--- src/hdl/axi_bridge_params.svh ---
/*
 * Bridge parameters. Widths, burst shape, queue depth and operation codes.
 */
`ifndef AXI_BRIDGE_PARAMS_SVH
`define AXI_BRIDGE_PARAMS_SVH

// AXI channel widths.
`define AXI_ADDR_W      32  // Byte address.
`define AXI_DATA_W      32  // One beat.
`define AXI_ID_W        4   // Transaction ID.
`define AXI_RESP_W      2   // BRESP and RRESP.

// Left-side line.
`define LS_LINE_W       256 // One request line.

// Burst shape, one line per burst.
`define AXI_BEATS       8   // Beats per burst.
`define AXI_BEAT_IDX_W  3   // Beat counter width.
`define AXI_LEN         7   // AxLEN, beats minus one.
`define AXI_SIZE        2   // AxSIZE, four bytes per beat.

// Request and return queue depth.
`define QUEUE_DEPTH     8

// Operation codes carried with each request.
`define OP_READ         2'b01
`define OP_WRITE        2'b10

`endif
--- src/hdl/ls_pkg.sv ---
/*
 * Left-side request types. Operation code and the request queue entry.
 */
`include "axi_bridge_params.svh"

package ls_pkg;

  // Request operation. Codes outside read and write are dropped at the queue head.
  typedef enum logic [1:0] {
    LS_NOP   = 2'b00,
    LS_READ  = `OP_READ,
    LS_WRITE = `OP_WRITE
  } ls_op_t;

  // Request queue entry, 290 bits.
  typedef struct packed {
    logic [`LS_LINE_W-1:0]  line;   // Write data, ignored on reads.
    logic [`AXI_ADDR_W-1:0] addr;   // Line base address.
    ls_op_t                 op;
  } ls_req_t;

endpackage

--- src/hdl/axi_pkg.sv ---
/*
 * AXI4 channel payloads. One struct per channel, address struct shared by AW and AR.
 */
`include "axi_bridge_params.svh"

package axi_pkg;

  // AxBURST encoding.
  typedef enum logic [1:0] {
    FIXED = 2'b00,
    INCR  = 2'b01,
    WRAP  = 2'b10
  } burst_t;

  // AW and AR request fields, 49 bits.
  typedef struct packed {
    logic [`AXI_ID_W-1:0]   id;
    logic [`AXI_ADDR_W-1:0] addr;   // First beat address.
    logic [7:0]             len;    // Beats minus one.
    logic [2:0]             size;   // Log2 of bytes per beat.
    burst_t                 burst;
  } axi_addr_t;

  // W beat, 37 bits.
  typedef struct packed {
    logic [`AXI_DATA_W-1:0]   data;
    logic [`AXI_DATA_W/8-1:0] strb; // One bit per byte lane.
    logic                     last;
  } axi_w_t;

  // B response.
  typedef struct packed {
    logic [`AXI_ID_W-1:0]   id;
    logic [`AXI_RESP_W-1:0] resp;
  } axi_b_t;

  // R beat, 39 bits.
  typedef struct packed {
    logic [`AXI_ID_W-1:0]   id;
    logic [`AXI_DATA_W-1:0] data;
    logic [`AXI_RESP_W-1:0] resp;
    logic                   last;   // Final beat of the burst.
  } axi_r_t;

endpackage

--- src/hdl/axi_master_bridge.sv ---
/*
 * Valid/ready to AXI4 master bridge. Request queue, write and read
 * engines sharing its head, and a return queue for read lines.
 */
`timescale 1ns/1ps
`include "axi_bridge_params.svh"

module axi_master_bridge
  import axi_pkg::*, ls_pkg::*;
#(
  parameter int ID_SEL = 0  // Master ID on AW and AR.
) (
  input  logic                  aclk,
  input  logic                  aresetn,
  // Left-side request.
  input  logic                  req_valid,
  output logic                  req_ready,
  input  ls_req_t               req,
  // Left-side return.
  output logic                  rsp_valid,
  input  logic                  rsp_ready,
  output logic [`LS_LINE_W-1:0] rsp_line,
  // AXI write.
  output axi_addr_t             aw,
  output logic                  aw_valid,
  input  logic                  aw_ready,
  output axi_w_t                w,
  output logic                  w_valid,
  input  logic                  w_ready,
  input  axi_b_t                b,
  input  logic                  b_valid,
  output logic                  b_ready,
  // AXI read.
  output axi_addr_t             ar,
  output logic                  ar_valid,
  input  logic                  ar_ready,
  input  axi_r_t                r,
  input  logic                  r_valid,
  output logic                  r_ready
);

  localparam logic [`AXI_ID_W-1:0] ID = `AXI_ID_W'(ID_SEL);

  ls_req_t               head;        // Request queue head.
  logic                  head_valid;
  logic                  head_pop;
  logic                  wr_pop;
  logic                  rd_pop;
  logic                  drop;        // Unknown operation at the head.
  logic                  ret_ready;
  logic                  ret_push;
  logic [`LS_LINE_W-1:0] ret_line;

  assign drop     = head_valid && (head.op != LS_READ) && (head.op != LS_WRITE);
  assign head_pop = wr_pop | rd_pop | drop;  // Only the matching engine pops.

  ////////////////////////////////////////////////////////////////////////////
  // Queues.
  sync_fifo #(.WIDTH($bits(ls_req_t)), .DEPTH(`QUEUE_DEPTH)) u_req_fifo (
    .aclk      (aclk),
    .aresetn   (aresetn),
    .push      (req_valid && req_ready),
    .push_data (req),
    .ready     (req_ready),
    .pop       (head_pop),
    .pop_data  (head),
    .valid     (head_valid)
  );

  sync_fifo #(.WIDTH(`LS_LINE_W), .DEPTH(`QUEUE_DEPTH)) u_ret_fifo (
    .aclk      (aclk),
    .aresetn   (aresetn),
    .push      (ret_push),
    .push_data (ret_line),
    .ready     (ret_ready),
    .pop       (rsp_valid && rsp_ready),
    .pop_data  (rsp_line),
    .valid     (rsp_valid)
  );

  ////////////////////////////////////////////////////////////////////////////
  // Engines.
  axi_write_engine u_wr (
    .aclk (aclk), .aresetn (aresetn), .id (ID),
    .head (head), .head_valid (head_valid), .head_pop (wr_pop),
    .aw (aw), .aw_valid (aw_valid), .aw_ready (aw_ready),
    .w (w), .w_valid (w_valid), .w_ready (w_ready),
    .b (b), .b_valid (b_valid), .b_ready (b_ready)
  );

  axi_read_engine u_rd (
    .aclk (aclk), .aresetn (aresetn), .id (ID),
    .head (head), .head_valid (head_valid), .head_pop (rd_pop),
    .ar (ar), .ar_valid (ar_valid), .ar_ready (ar_ready),
    .r (r), .r_valid (r_valid), .r_ready (r_ready),
    .ret_ready (ret_ready), .ret_push (ret_push), .ret_line (ret_line)
  );

endmodule

--- src/hdl/axi_read_engine.sv ---
/*
 * AXI4 read engine. Issues AR for a read at the queue head, gathers
 * eight R beats into a line and pushes it to the return queue.
 */
`timescale 1ns/1ps
`include "axi_bridge_params.svh"

module axi_read_engine
  import axi_pkg::*, ls_pkg::*;
(
  input  logic                  aclk,
  input  logic                  aresetn,
  input  logic [`AXI_ID_W-1:0]  id,          // Master ID for ARID.
  // Request queue head.
  input  ls_req_t               head,
  input  logic                  head_valid,
  output logic                  head_pop,
  // AR channel.
  output axi_addr_t             ar,
  output logic                  ar_valid,
  input  logic                  ar_ready,
  // R channel.
  input  axi_r_t                r,           // ID and response are not forwarded.
  input  logic                  r_valid,
  output logic                  r_ready,
  // Return queue.
  input  logic                  ret_ready,   // Return queue not full.
  output logic                  ret_push,
  output logic [`LS_LINE_W-1:0] ret_line
);

  logic                                    pending;   // Set from AR issue to push.
  logic                                    start;
  logic                                    ar_hs;
  logic                                    r_hs;
  logic [`AXI_ADDR_W-1:0]                  addr_q;
  logic [`AXI_BEATS-1:0][`AXI_DATA_W-1:0]  line_q;    // Assembly buffer.
  logic [`AXI_BEAT_IDX_W-1:0]              beat_idx;  // Next R slot.

  // Issue only with room in the return queue.
  assign start = head_valid && (head.op == LS_READ) && !pending && ret_ready;
  assign ar_hs = ar_valid && ar_ready;
  assign r_hs  = r_valid && r_ready;

  assign head_pop = ar_hs;
  assign ret_line = line_q;

  ////////////////////////////////////////////////////////////////////////////
  // AR channel.
  assign ar.id    = id;
  assign ar.addr  = addr_q;
  assign ar.len   = 8'(`AXI_LEN);
  assign ar.size  = 3'(`AXI_SIZE);
  assign ar.burst = INCR;

  always_ff @(posedge aclk) begin
    if (start)
      addr_q <= head.addr;
  end

  always_ff @(posedge aclk) begin
    if (!aresetn) begin
      pending  <= 1'b0;
      ar_valid <= 1'b0;
    end else begin
      if (start) begin
        pending  <= 1'b1;
        ar_valid <= 1'b1;
      end else begin
        if (ar_hs)
          ar_valid <= 1'b0;
        if (ret_push)
          pending <= 1'b0;  // Line handed off.
      end
    end
  end

  ////////////////////////////////////////////////////////////////////////////
  // R channel and line assembly.
  always_ff @(posedge aclk) begin
    if (!aresetn) begin
      r_ready  <= 1'b0;
      beat_idx <= '0;
      ret_push <= 1'b0;
    end else begin
      if (r_hs && r.last)
        r_ready <= 1'b0;
      else if (r_valid && pending && ret_ready)
        r_ready <= 1'b1;                       // Registered, one cycle after valid.
      if (r_hs)
        beat_idx <= r.last ? '0 : beat_idx + 1'b1;
      ret_push <= r_hs && r.last;              // Push follows the last beat.
    end
  end

  // Beat k lands in slice k.
  always_ff @(posedge aclk) begin
    if (r_hs)
      line_q[beat_idx] <= r.data;
  end

endmodule

--- src/hdl/axi_write_engine.sv ---
/*
 * AXI4 write engine. Takes a write from the request queue head,
 * issues AW, streams eight W beats from the line buffer and waits for B.
 */
`timescale 1ns/1ps
`include "axi_bridge_params.svh"

module axi_write_engine
  import axi_pkg::*, ls_pkg::*;
(
  input  logic                 aclk,
  input  logic                 aresetn,
  input  logic [`AXI_ID_W-1:0] id,          // Master ID for AWID.
  // Request queue head.
  input  ls_req_t              head,
  input  logic                 head_valid,
  output logic                 head_pop,
  // AW channel.
  output axi_addr_t            aw,
  output logic                 aw_valid,
  input  logic                 aw_ready,
  // W channel.
  output axi_w_t               w,
  output logic                 w_valid,
  input  logic                 w_ready,
  // B channel.
  input  axi_b_t               b,           // Response fields are not forwarded.
  input  logic                 b_valid,
  output logic                 b_ready
);

  logic                                    pending;   // Burst in flight until B.
  logic                                    start;
  logic                                    aw_hs;
  logic                                    w_hs;
  logic                                    b_hs;
  logic [`AXI_ADDR_W-1:0]                  addr_q;    // Burst base address.
  logic [`AXI_BEATS-1:0][`AXI_DATA_W-1:0]  line_q;    // Line split into beats.
  logic [`AXI_BEAT_IDX_W-1:0]              beat_idx;  // Next W beat.

  assign start = head_valid && (head.op == LS_WRITE) && !pending;
  assign aw_hs = aw_valid && aw_ready;
  assign w_hs  = w_valid && w_ready;
  assign b_hs  = b_valid && b_ready;

  assign head_pop = aw_hs;  // Entry leaves the queue once AW is accepted.

  ////////////////////////////////////////////////////////////////////////////
  // AW channel. Fixed burst shape.
  assign aw.id    = id;
  assign aw.addr  = addr_q;
  assign aw.len   = 8'(`AXI_LEN);
  assign aw.size  = 3'(`AXI_SIZE);
  assign aw.burst = INCR;

  // Payload capture on start.
  always_ff @(posedge aclk) begin
    if (start) begin
      addr_q <= head.addr;
      line_q <= head.line;  // Beat k is line bits 32k upward.
    end
  end

  // Pending and AW valid.
  always_ff @(posedge aclk) begin
    if (!aresetn) begin
      pending  <= 1'b0;
      aw_valid <= 1'b0;
    end else begin
      if (start) begin
        pending  <= 1'b1;
        aw_valid <= 1'b1;
      end else begin
        if (aw_hs)
          aw_valid <= 1'b0;
        if (b_hs)
          pending <= 1'b0;  // Burst complete.
      end
    end
  end

  ////////////////////////////////////////////////////////////////////////////
  // W channel.
  assign w.data = line_q[beat_idx];
  assign w.strb = '1;                                     // Full beats only.
  assign w.last = (beat_idx == `AXI_BEAT_IDX_W'(`AXI_LEN));

  always_ff @(posedge aclk) begin
    if (!aresetn) begin
      w_valid  <= 1'b0;
      beat_idx <= '0;
    end else begin
      if (aw_hs)
        w_valid <= 1'b1;           // Data follows the address.
      else if (w_hs && w.last)
        w_valid <= 1'b0;
      if (w_hs)
        beat_idx <= w.last ? '0 : beat_idx + 1'b1;
    end
  end

  ////////////////////////////////////////////////////////////////////////////
  // B channel. Ready follows valid by one cycle.
  always_ff @(posedge aclk) begin
    if (!aresetn)
      b_ready <= 1'b0;
    else if (b_hs)
      b_ready <= 1'b0;
    else if (b_valid && pending)
      b_ready <= 1'b1;
  end

endmodule

--- src/hdl/sync_fifo.sv ---
/*
 * Synchronous FIFO. Circular buffer with occupancy count, not-full and not-empty flags.
 */
`timescale 1ns/1ps

module sync_fifo #(
  parameter int WIDTH = 32,  // Entry width.
  parameter int DEPTH = 8    // Number of entries.
) (
  input  logic             aclk,
  input  logic             aresetn,
  input  logic             push,
  input  logic [WIDTH-1:0] push_data,
  output logic             ready,      // Not full.
  input  logic             pop,
  output logic [WIDTH-1:0] pop_data,
  output logic             valid       // Not empty.
);

  localparam int PTR_W = (DEPTH > 1) ? $clog2(DEPTH) : 1;
  localparam int CNT_W = $clog2(DEPTH + 1);
  localparam logic [PTR_W-1:0] LAST_PTR = PTR_W'(DEPTH - 1);

  logic [WIDTH-1:0] mem [DEPTH];  // Storage, no reset.
  logic [PTR_W-1:0] wr_ptr;
  logic [PTR_W-1:0] rd_ptr;
  logic [CNT_W-1:0] count;        // Entries held.
  logic             do_push;
  logic             do_pop;

  assign ready    = (count != CNT_W'(DEPTH));
  assign valid    = (count != '0);
  assign do_push  = push && ready;  // Push into a full queue is ignored.
  assign do_pop   = pop && valid;   // Same for pop on empty.
  assign pop_data = mem[rd_ptr];    // Head is visible without a pop.

  ////////////////////////////////////////////////////////////////////////////
  // Pointers and count.
  always_ff @(posedge aclk) begin
    if (!aresetn) begin
      wr_ptr <= '0;
      rd_ptr <= '0;
      count  <= '0;
    end else begin
      if (do_push)
        wr_ptr <= (wr_ptr == LAST_PTR) ? '0 : wr_ptr + 1'b1;  // Wrap at the end.
      if (do_pop)
        rd_ptr <= (rd_ptr == LAST_PTR) ? '0 : rd_ptr + 1'b1;
      case ({do_push, do_pop})
        2'b10:   count <= count + 1'b1;
        2'b01:   count <= count - 1'b1;
        default: count <= count;       // Both or neither, level unchanged.
      endcase
    end
  end

  // Entry write.
  always_ff @(posedge aclk) begin
    if (do_push)
      mem[wr_ptr] <= push_data;
  end

endmodule

--- config.mk ---
export PLATFORM = sky130hd
export DESIGN_NAME = axi_master_bridge
export DESIGN_NICKNAME = d
export VERILOG_FILES = /design/src/hdl/ls_pkg.sv /design/src/hdl/axi_pkg.sv /design/src/hdl/axi_master_bridge.sv /design/src/hdl/axi_read_engine.sv /design/src/hdl/axi_write_engine.sv /design/src/hdl/sync_fifo.sv
export VERILOG_INCLUDE_DIRS = /design/src /design/src/hdl
export SDC_FILE = /design/constraint.sdc
export NUM_CORES = 2
export LEC_CHECK = 0
export BUFFER_PORTS_ARGS = -buffer_cell sky130_fd_sc_hd__buf_2
export CAP_MARGIN = 20
export CORE_MARGIN = 4
export CORE_UTILIZATION = 41
export CTS_BUF_LIST = sky130_fd_sc_hd__clkbuf_2
export DETAILED_ROUTE_END_ITERATION = 10
export HOLD_SLACK_MARGIN = 0.05
export SYNTH_ARGS = -nofsm -noshare
export SYNTH_HDL_FRONTEND = slang
export SYNTH_MEMORY_MAX_BITS = 65536
export SYNTH_SLANG_ARGS = --single-unit
export TNS_END_PERCENT = 20
--- constraint.sdc ---
create_clock -name aclk -period 32.9 [get_ports aclk]
set_input_delay 4.935 -clock aclk [delete_from_list [all_inputs] [get_ports aclk]]
set_output_delay 4.935 -clock aclk [all_outputs]
set_load 0.005 [all_outputs]
== Yosys cells after proc, flatten, opt, wreduce, memory -nomap -nowiden ==
Memories as Yosys holds them, arrays and structs flattened. A register that Yosys moved wholly into a read port is not among the register bits.
Index checks and enable logic that the tools add are counted.

* $mul: 0
* Order comparisons: 3
* Equality and inequality tests: 15
* Reduce and logical (&&, ||, !) cells: 37
* Muxes and demuxes: 31
* Add/sub/neg operators: 10
* Divide/modulo/power cells: 0
* Shift operators: 0
* Bitwise logic cells: 3

{| class="wikitable"
|+ Operators by type and width
! cell !! number
|-
| $bwmux W256 || 1
|-
| $bmux W32 S3 || 1
|-
| $demux W32 S3 || 1
|-
| $mux W32 || 2
|-
| $mux W3 || 10
|-
| $logic_and A1 B1 Y1 || 24
|-
| $add A3 B1 Y3 const B || 6
|-
| $pmux W4 S2 || 2
|-
| $eq A3 B3 Y1 const B || 5
|-
| $mux W1 || 14
|-
| $reduce_bool A2 Y1 || 7
|-
| $add A4 B1 Y4 const B || 2
|-
| $lt A3 B4 Y1 const B || 2
|-
| $ne A4 B4 Y1 const B || 2
|-
| $reduce_bool A4 Y1 || 2
|-
| $sub A4 B1 Y4 const B || 2
|-
| $eq A2 B1 Y1 const B || 3
|-
| $eq A2 B2 Y1 const B || 3
|-
| $reduce_or A2 Y1 || 2
|-
| $ge A3 B1 Y1 const B || 1
|-
| $logic_not A1 Y1 || 2
|-
| $ne A2 B1 Y1 const B || 1
|-
| $ne A2 B2 Y1 const B || 1
|-
| $or A1 B1 Y1 || 2
|-
| $not A1 Y1 || 1
|}

* Memories: 2
* Logic and storage cells: 135
* Input bits: 344
* RAM bits: 4368
* ROM bits: 0
* Register bits after elaboration: 610
* Latch bits: 0

{| class="wikitable"
|+ Memory list
! name !! words !! bits a word !! read ports !! clocked after Yosys merged registers in !! write ports !! RTL line !! source
|-
| u_req_fifo.mem || 8 || 290 || 1 || 1 || 1 || sync_fifo.sv:24 || <nowiki>logic [WIDTH-1:0] mem [DEPTH];</nowiki>
|-
| u_ret_fifo.mem || 8 || 256 || 1 || 1 || 1 || sync_fifo.sv:24 ||
|}

== Longest topological paths before layout ==
* Word-level depth: 7
* Mapped depth: 13
* Mapped depth without buffers: 11

== Modules after synthesis ==
A second synthesis with hierarchy kept.

* Cells, all modules: 7277
* Area, all modules: 185365.3 um2

{| class="wikitable"
|+ Modules (own cells, without submodules)
! module !! cells an instance !! times used !! area an instance (um2) !! seq. area each (um2)
|-
| sync_fifo at u_req_fifo || 3429 || 1 || 87537.7 || 69927.1
|-
| sync_fifo at u_ret_fifo || 3035 || 1 || 77546.9 || 61759.2
|-
| axi_write_engine || 454 || 1 || 11053.1 || 8788.4
|-
| axi_read_engine || 354 || 1 || 9193.8 || 8788.4
|-
| axi_master_bridge || 5 || 1 || 33.8 || 0.0
|}

== Worst setup path before layout ==
OpenSTA, ideal clock, no wires.

* Path type: input to register
* Start: input port req_valid
* End: memory u_req_fifo.mem[0][0] (netlist name) (enable)
* Data required time: 31.248 ns
* Arrival: 32.372 ns
* Cell stages on the path: 2
* Path slack: -1.124 ns
* Cell sequence: nand2_1 > nor4_1

* Longest elaborated chain between the ends: 4

{| class="wikitable"
|+ Ends and longest elaborated chain
! what !! RTL line !! source
|-
| start, declared || axi_master_bridge.sv:16 || <nowiki>input logic req_valid,</nowiki>
|-
| $logic_and A1 B1 Y1 || axi_master_bridge.sv:62 || <nowiki>.push (req_valid && req_ready),</nowiki>
|-
| $logic_and A1 B1 Y1 || sync_fifo.sv:33 || <nowiki>assign do_push = push && ready;</nowiki>
|-
| $mux W1 || sync_fifo.sv:59 || <nowiki>if (do_push)</nowiki>
|-
| $mux W1 (implied by the code) || sync_fifo.sv:60 || <nowiki>mem[wr_ptr] <= push_data;</nowiki>
|-
| end, declared || sync_fifo.sv:24 ||
|}

Every way passes these cells.

==> results.ini <==
[sta]
setup-tns-final_ps=0
finClkSkew_ps=262
max_slew_margin=0.272
finalSetupViolCount=0
fmax_mhz=72.2
worst_pin_slew_ps=1090
grt_setup_unrepaired=no
hold_violations=0
post-route-min-period_ps=13850
drv_slew=0
fin_crit_sh=0.421

[yosys]
syn_area_per_cell_um2=25.4
synth_area_leaders=edfxtp_1, mux4_2, mux2_2, dfxtp_1, clkbuf_1
synth_edf_count=4944
synth_top_area_share=0.804
synth_cell_types=41
ys_seq_area_frac=0.808
synth_cells=7271
async_reset_ff_frac=0
synth-main-ff-cell=edfxtp_1
netlist_area_mm2=0.185
yosysTopAreaCell=edfxtp_1
ys_ff_latch=4984
synth_warnings=0

[detailed_routing]
postRouteAntennaNets=0
drtIter0Drc=7626
vias=84800
viasPerCell=5.31
wl_per_cell_um=27.8
firstDrtPassIters=5
route.detailed.drc=0
routed_wl_mm=444

[pwr]
switching_power_mw=3.14
irDropWorstVdd_v=0.0000545
switching_share=0.250
power_frac_seq=0.586
leakage_nw=65.5
power_density_mw_per_mm2=60.8
comb_power_share=0.105
internal_power_mw=9.43
pwr-share-clk=0.308

[cells_and_area]
regArea_mm2=0.149
final_common_cell=edfxtp_1
fill_cells=37500
final_cell_mix=edfxtp_1, clkbuf_2, mux4_2
multi_input_area_mm2=0.0340
layout-drive-gt1-share=0.455
final_cells=16000
layout.nets=9474
area_growth_pct=11.9

[floorplanning]
start_util=0.411
fp.coreArea_mm2=0.449
io_pins=742
die_x_um=679
row_count=246
die_h_um=679
dieArea_mm2=0.461

[setup_path]
crit_type=flip-flop to output port
arrival_ps=8910
crit_fanout=67
reg2reg_setup_slack_ps=27070
r2r_start=u_req_fifo.count[1]
startpoint_type=flip-flop
critical_path_required_ps=27960
reg2reg_depth=8
regToRegEndpoint=u_req_fifo.mem[6][146]
end_kind=output port

[global_route]
antenna_found_initial=184
grt_use_total=0.193
grt_use_met2=0.325
grt-ovfl-total=0
met1_usage=0.234
grt_pass1_wl_mm=634
grt_use_met3=0.0642
busiest_layer=met2
grt_pass1_vias=91200
grt_max_degree=120

[clock_network]
ctsHoldBuffers=0
cts_resized=0
cts-htree-levels=7
cts_tree=built
cts-root-buf=clkbuf_2
clkLatencyLatePin_ps=2240
cts.sink_count=4984
cts_setup_buffers=0
cts_buffers=1303
clkSlewWorstSetupHoldPaths_ps=110
clockBufferDepth=5

[placement]
port_buffers=691
dp_hpwl_mm=245
dp_cells=13800
gp_congestion=0.720

[hold_path]
hp-class=flip-flop to flip-flop
holdCritStartpoint=u_ret_fifo.rd_ptr[1]
whs_path_depth=2

[status]
status=finished clean

[flow_run]
drv_cap=0

==> kinds of logic after synthesis <==
logic type,after synthesis,share of synthesized area
and+or+nand+nor,111,0.00291
other,2,0.0000407
xor gates and xnor gates,7,0.000332
adders and majority gates,18,0.00126
muxes,1739,0.177
DFF,4984,0.808
buffers and inverters,370,0.00913
AOI/OAI and AO/OA,40,0.00131
==> metal layers <==
layer / up-vias / share of wire
met1: 45000 / 0.38
met3: 731 / 0.086
met5: - / 0.0014
met4: 96 / 0.019
met2: 3229 / 0.51
li1: 35800 / -
==> final cells by class <==
| type | count | area share |
|---|---|---|
| Sequential cell | 4984 | 0.723 |
| Multi-Input combinational cell | 1953 | 0.165 |
| Clock buffer | 1808 | 0.0438 |
| Tap cell | 5952 | 0.0361 |
| Timing Repair Buffer | 864 | 0.0241 |
| Clock inverter | 306 | 0.00703 |
| Antenna cell | 119 | 0.00144 |
| Inverter | 6 | 0.000109 |
==> critical path: stages (launching register included) <==
cell	delay [ps]
dfxtp_4	910
buf_4	810
buf_4	830
buf_4	800
buf_4	710
buf_4	720
buf_4	910
mux4_2	420
mux2_2	320
buf_2	140
==> sequential cells by signal, summed over array words and instances, names as in the netlist, 4 cells and up, named ones only <==
register,cells
u_ret_fifo.count,4
u_req_fifo.count,4
u_rd.addr_q,32
u_wr.line_q,256
u_rd.ret_line,256
u_ret_fifo.mem,2048
u_wr.addr_q,32
u_req_fifo.mem,2320
==> power by group through the flow <==
| stage | registers (mW) | clock network [mW] | logic [mW] |
|---|---|---|---|
| after floorplan | 7.65 | 0 | 0.897 |
| final | 7.37 | 3.88 | 1.32 |
| after CTS | 7.38 | 4.04 | 1.37 |
| after detailed placement | 7.52 | 0 | 1.36 |
| after global placement | 7.51 | 0 | 1.35 |
| after global routing | 7.39 | 4.42 | 1.43 |
==> stage by stage <==
step                utilization  worst slack, ps  power [mW]  hold WS, ps  area (µm²)
CTS                       0.459            18370        12.8          369      206000
floorplan                     -             6580        8.55          454      185000
global route              0.460            18310        13.2          402      206000
finish                    0.460            19050        12.6          327      207000
global placement          0.436            21210        8.85          473      196000
detailed placement        0.436            21120        8.88          473      196000
==> worst max path at each step <==
stage	to	slack [ps]	from
final	rsp_line[7]	19050	flip-flop
after detailed placement	rsp_line[7]	21120	flip-flop
after global routing	rsp_line[7]	18310	flip-flop
after floorplan	u_ret_fifo.mem[0][0]	6580	u_ret_fifo.count[0]
after global placement	rsp_line[30]	21210	flip-flop
after CTS	rsp_line[7]	18370	flip-flop
==> cells in the mapped netlist (3+ instances only) <==
cell type,number
nor4_1,3
nand3_1,8
dfxtp_1,40
o21a_1,3
mux4_2,1156
or3_1,6
ha_1,17
nor3_1,18
buf_1,38
mux2i_1,4
mux2_2,578
buf_4,38
clkbuf_1,174
nand2b_1,8
edfxtp_1,4944
buf_2,112
nor2_1,26
o21ai_0,5
inv_1,6
nand2_1,33
a21oi_1,23
xor2_1,5
Note: power is estimated with default switching activity, not from simulation.
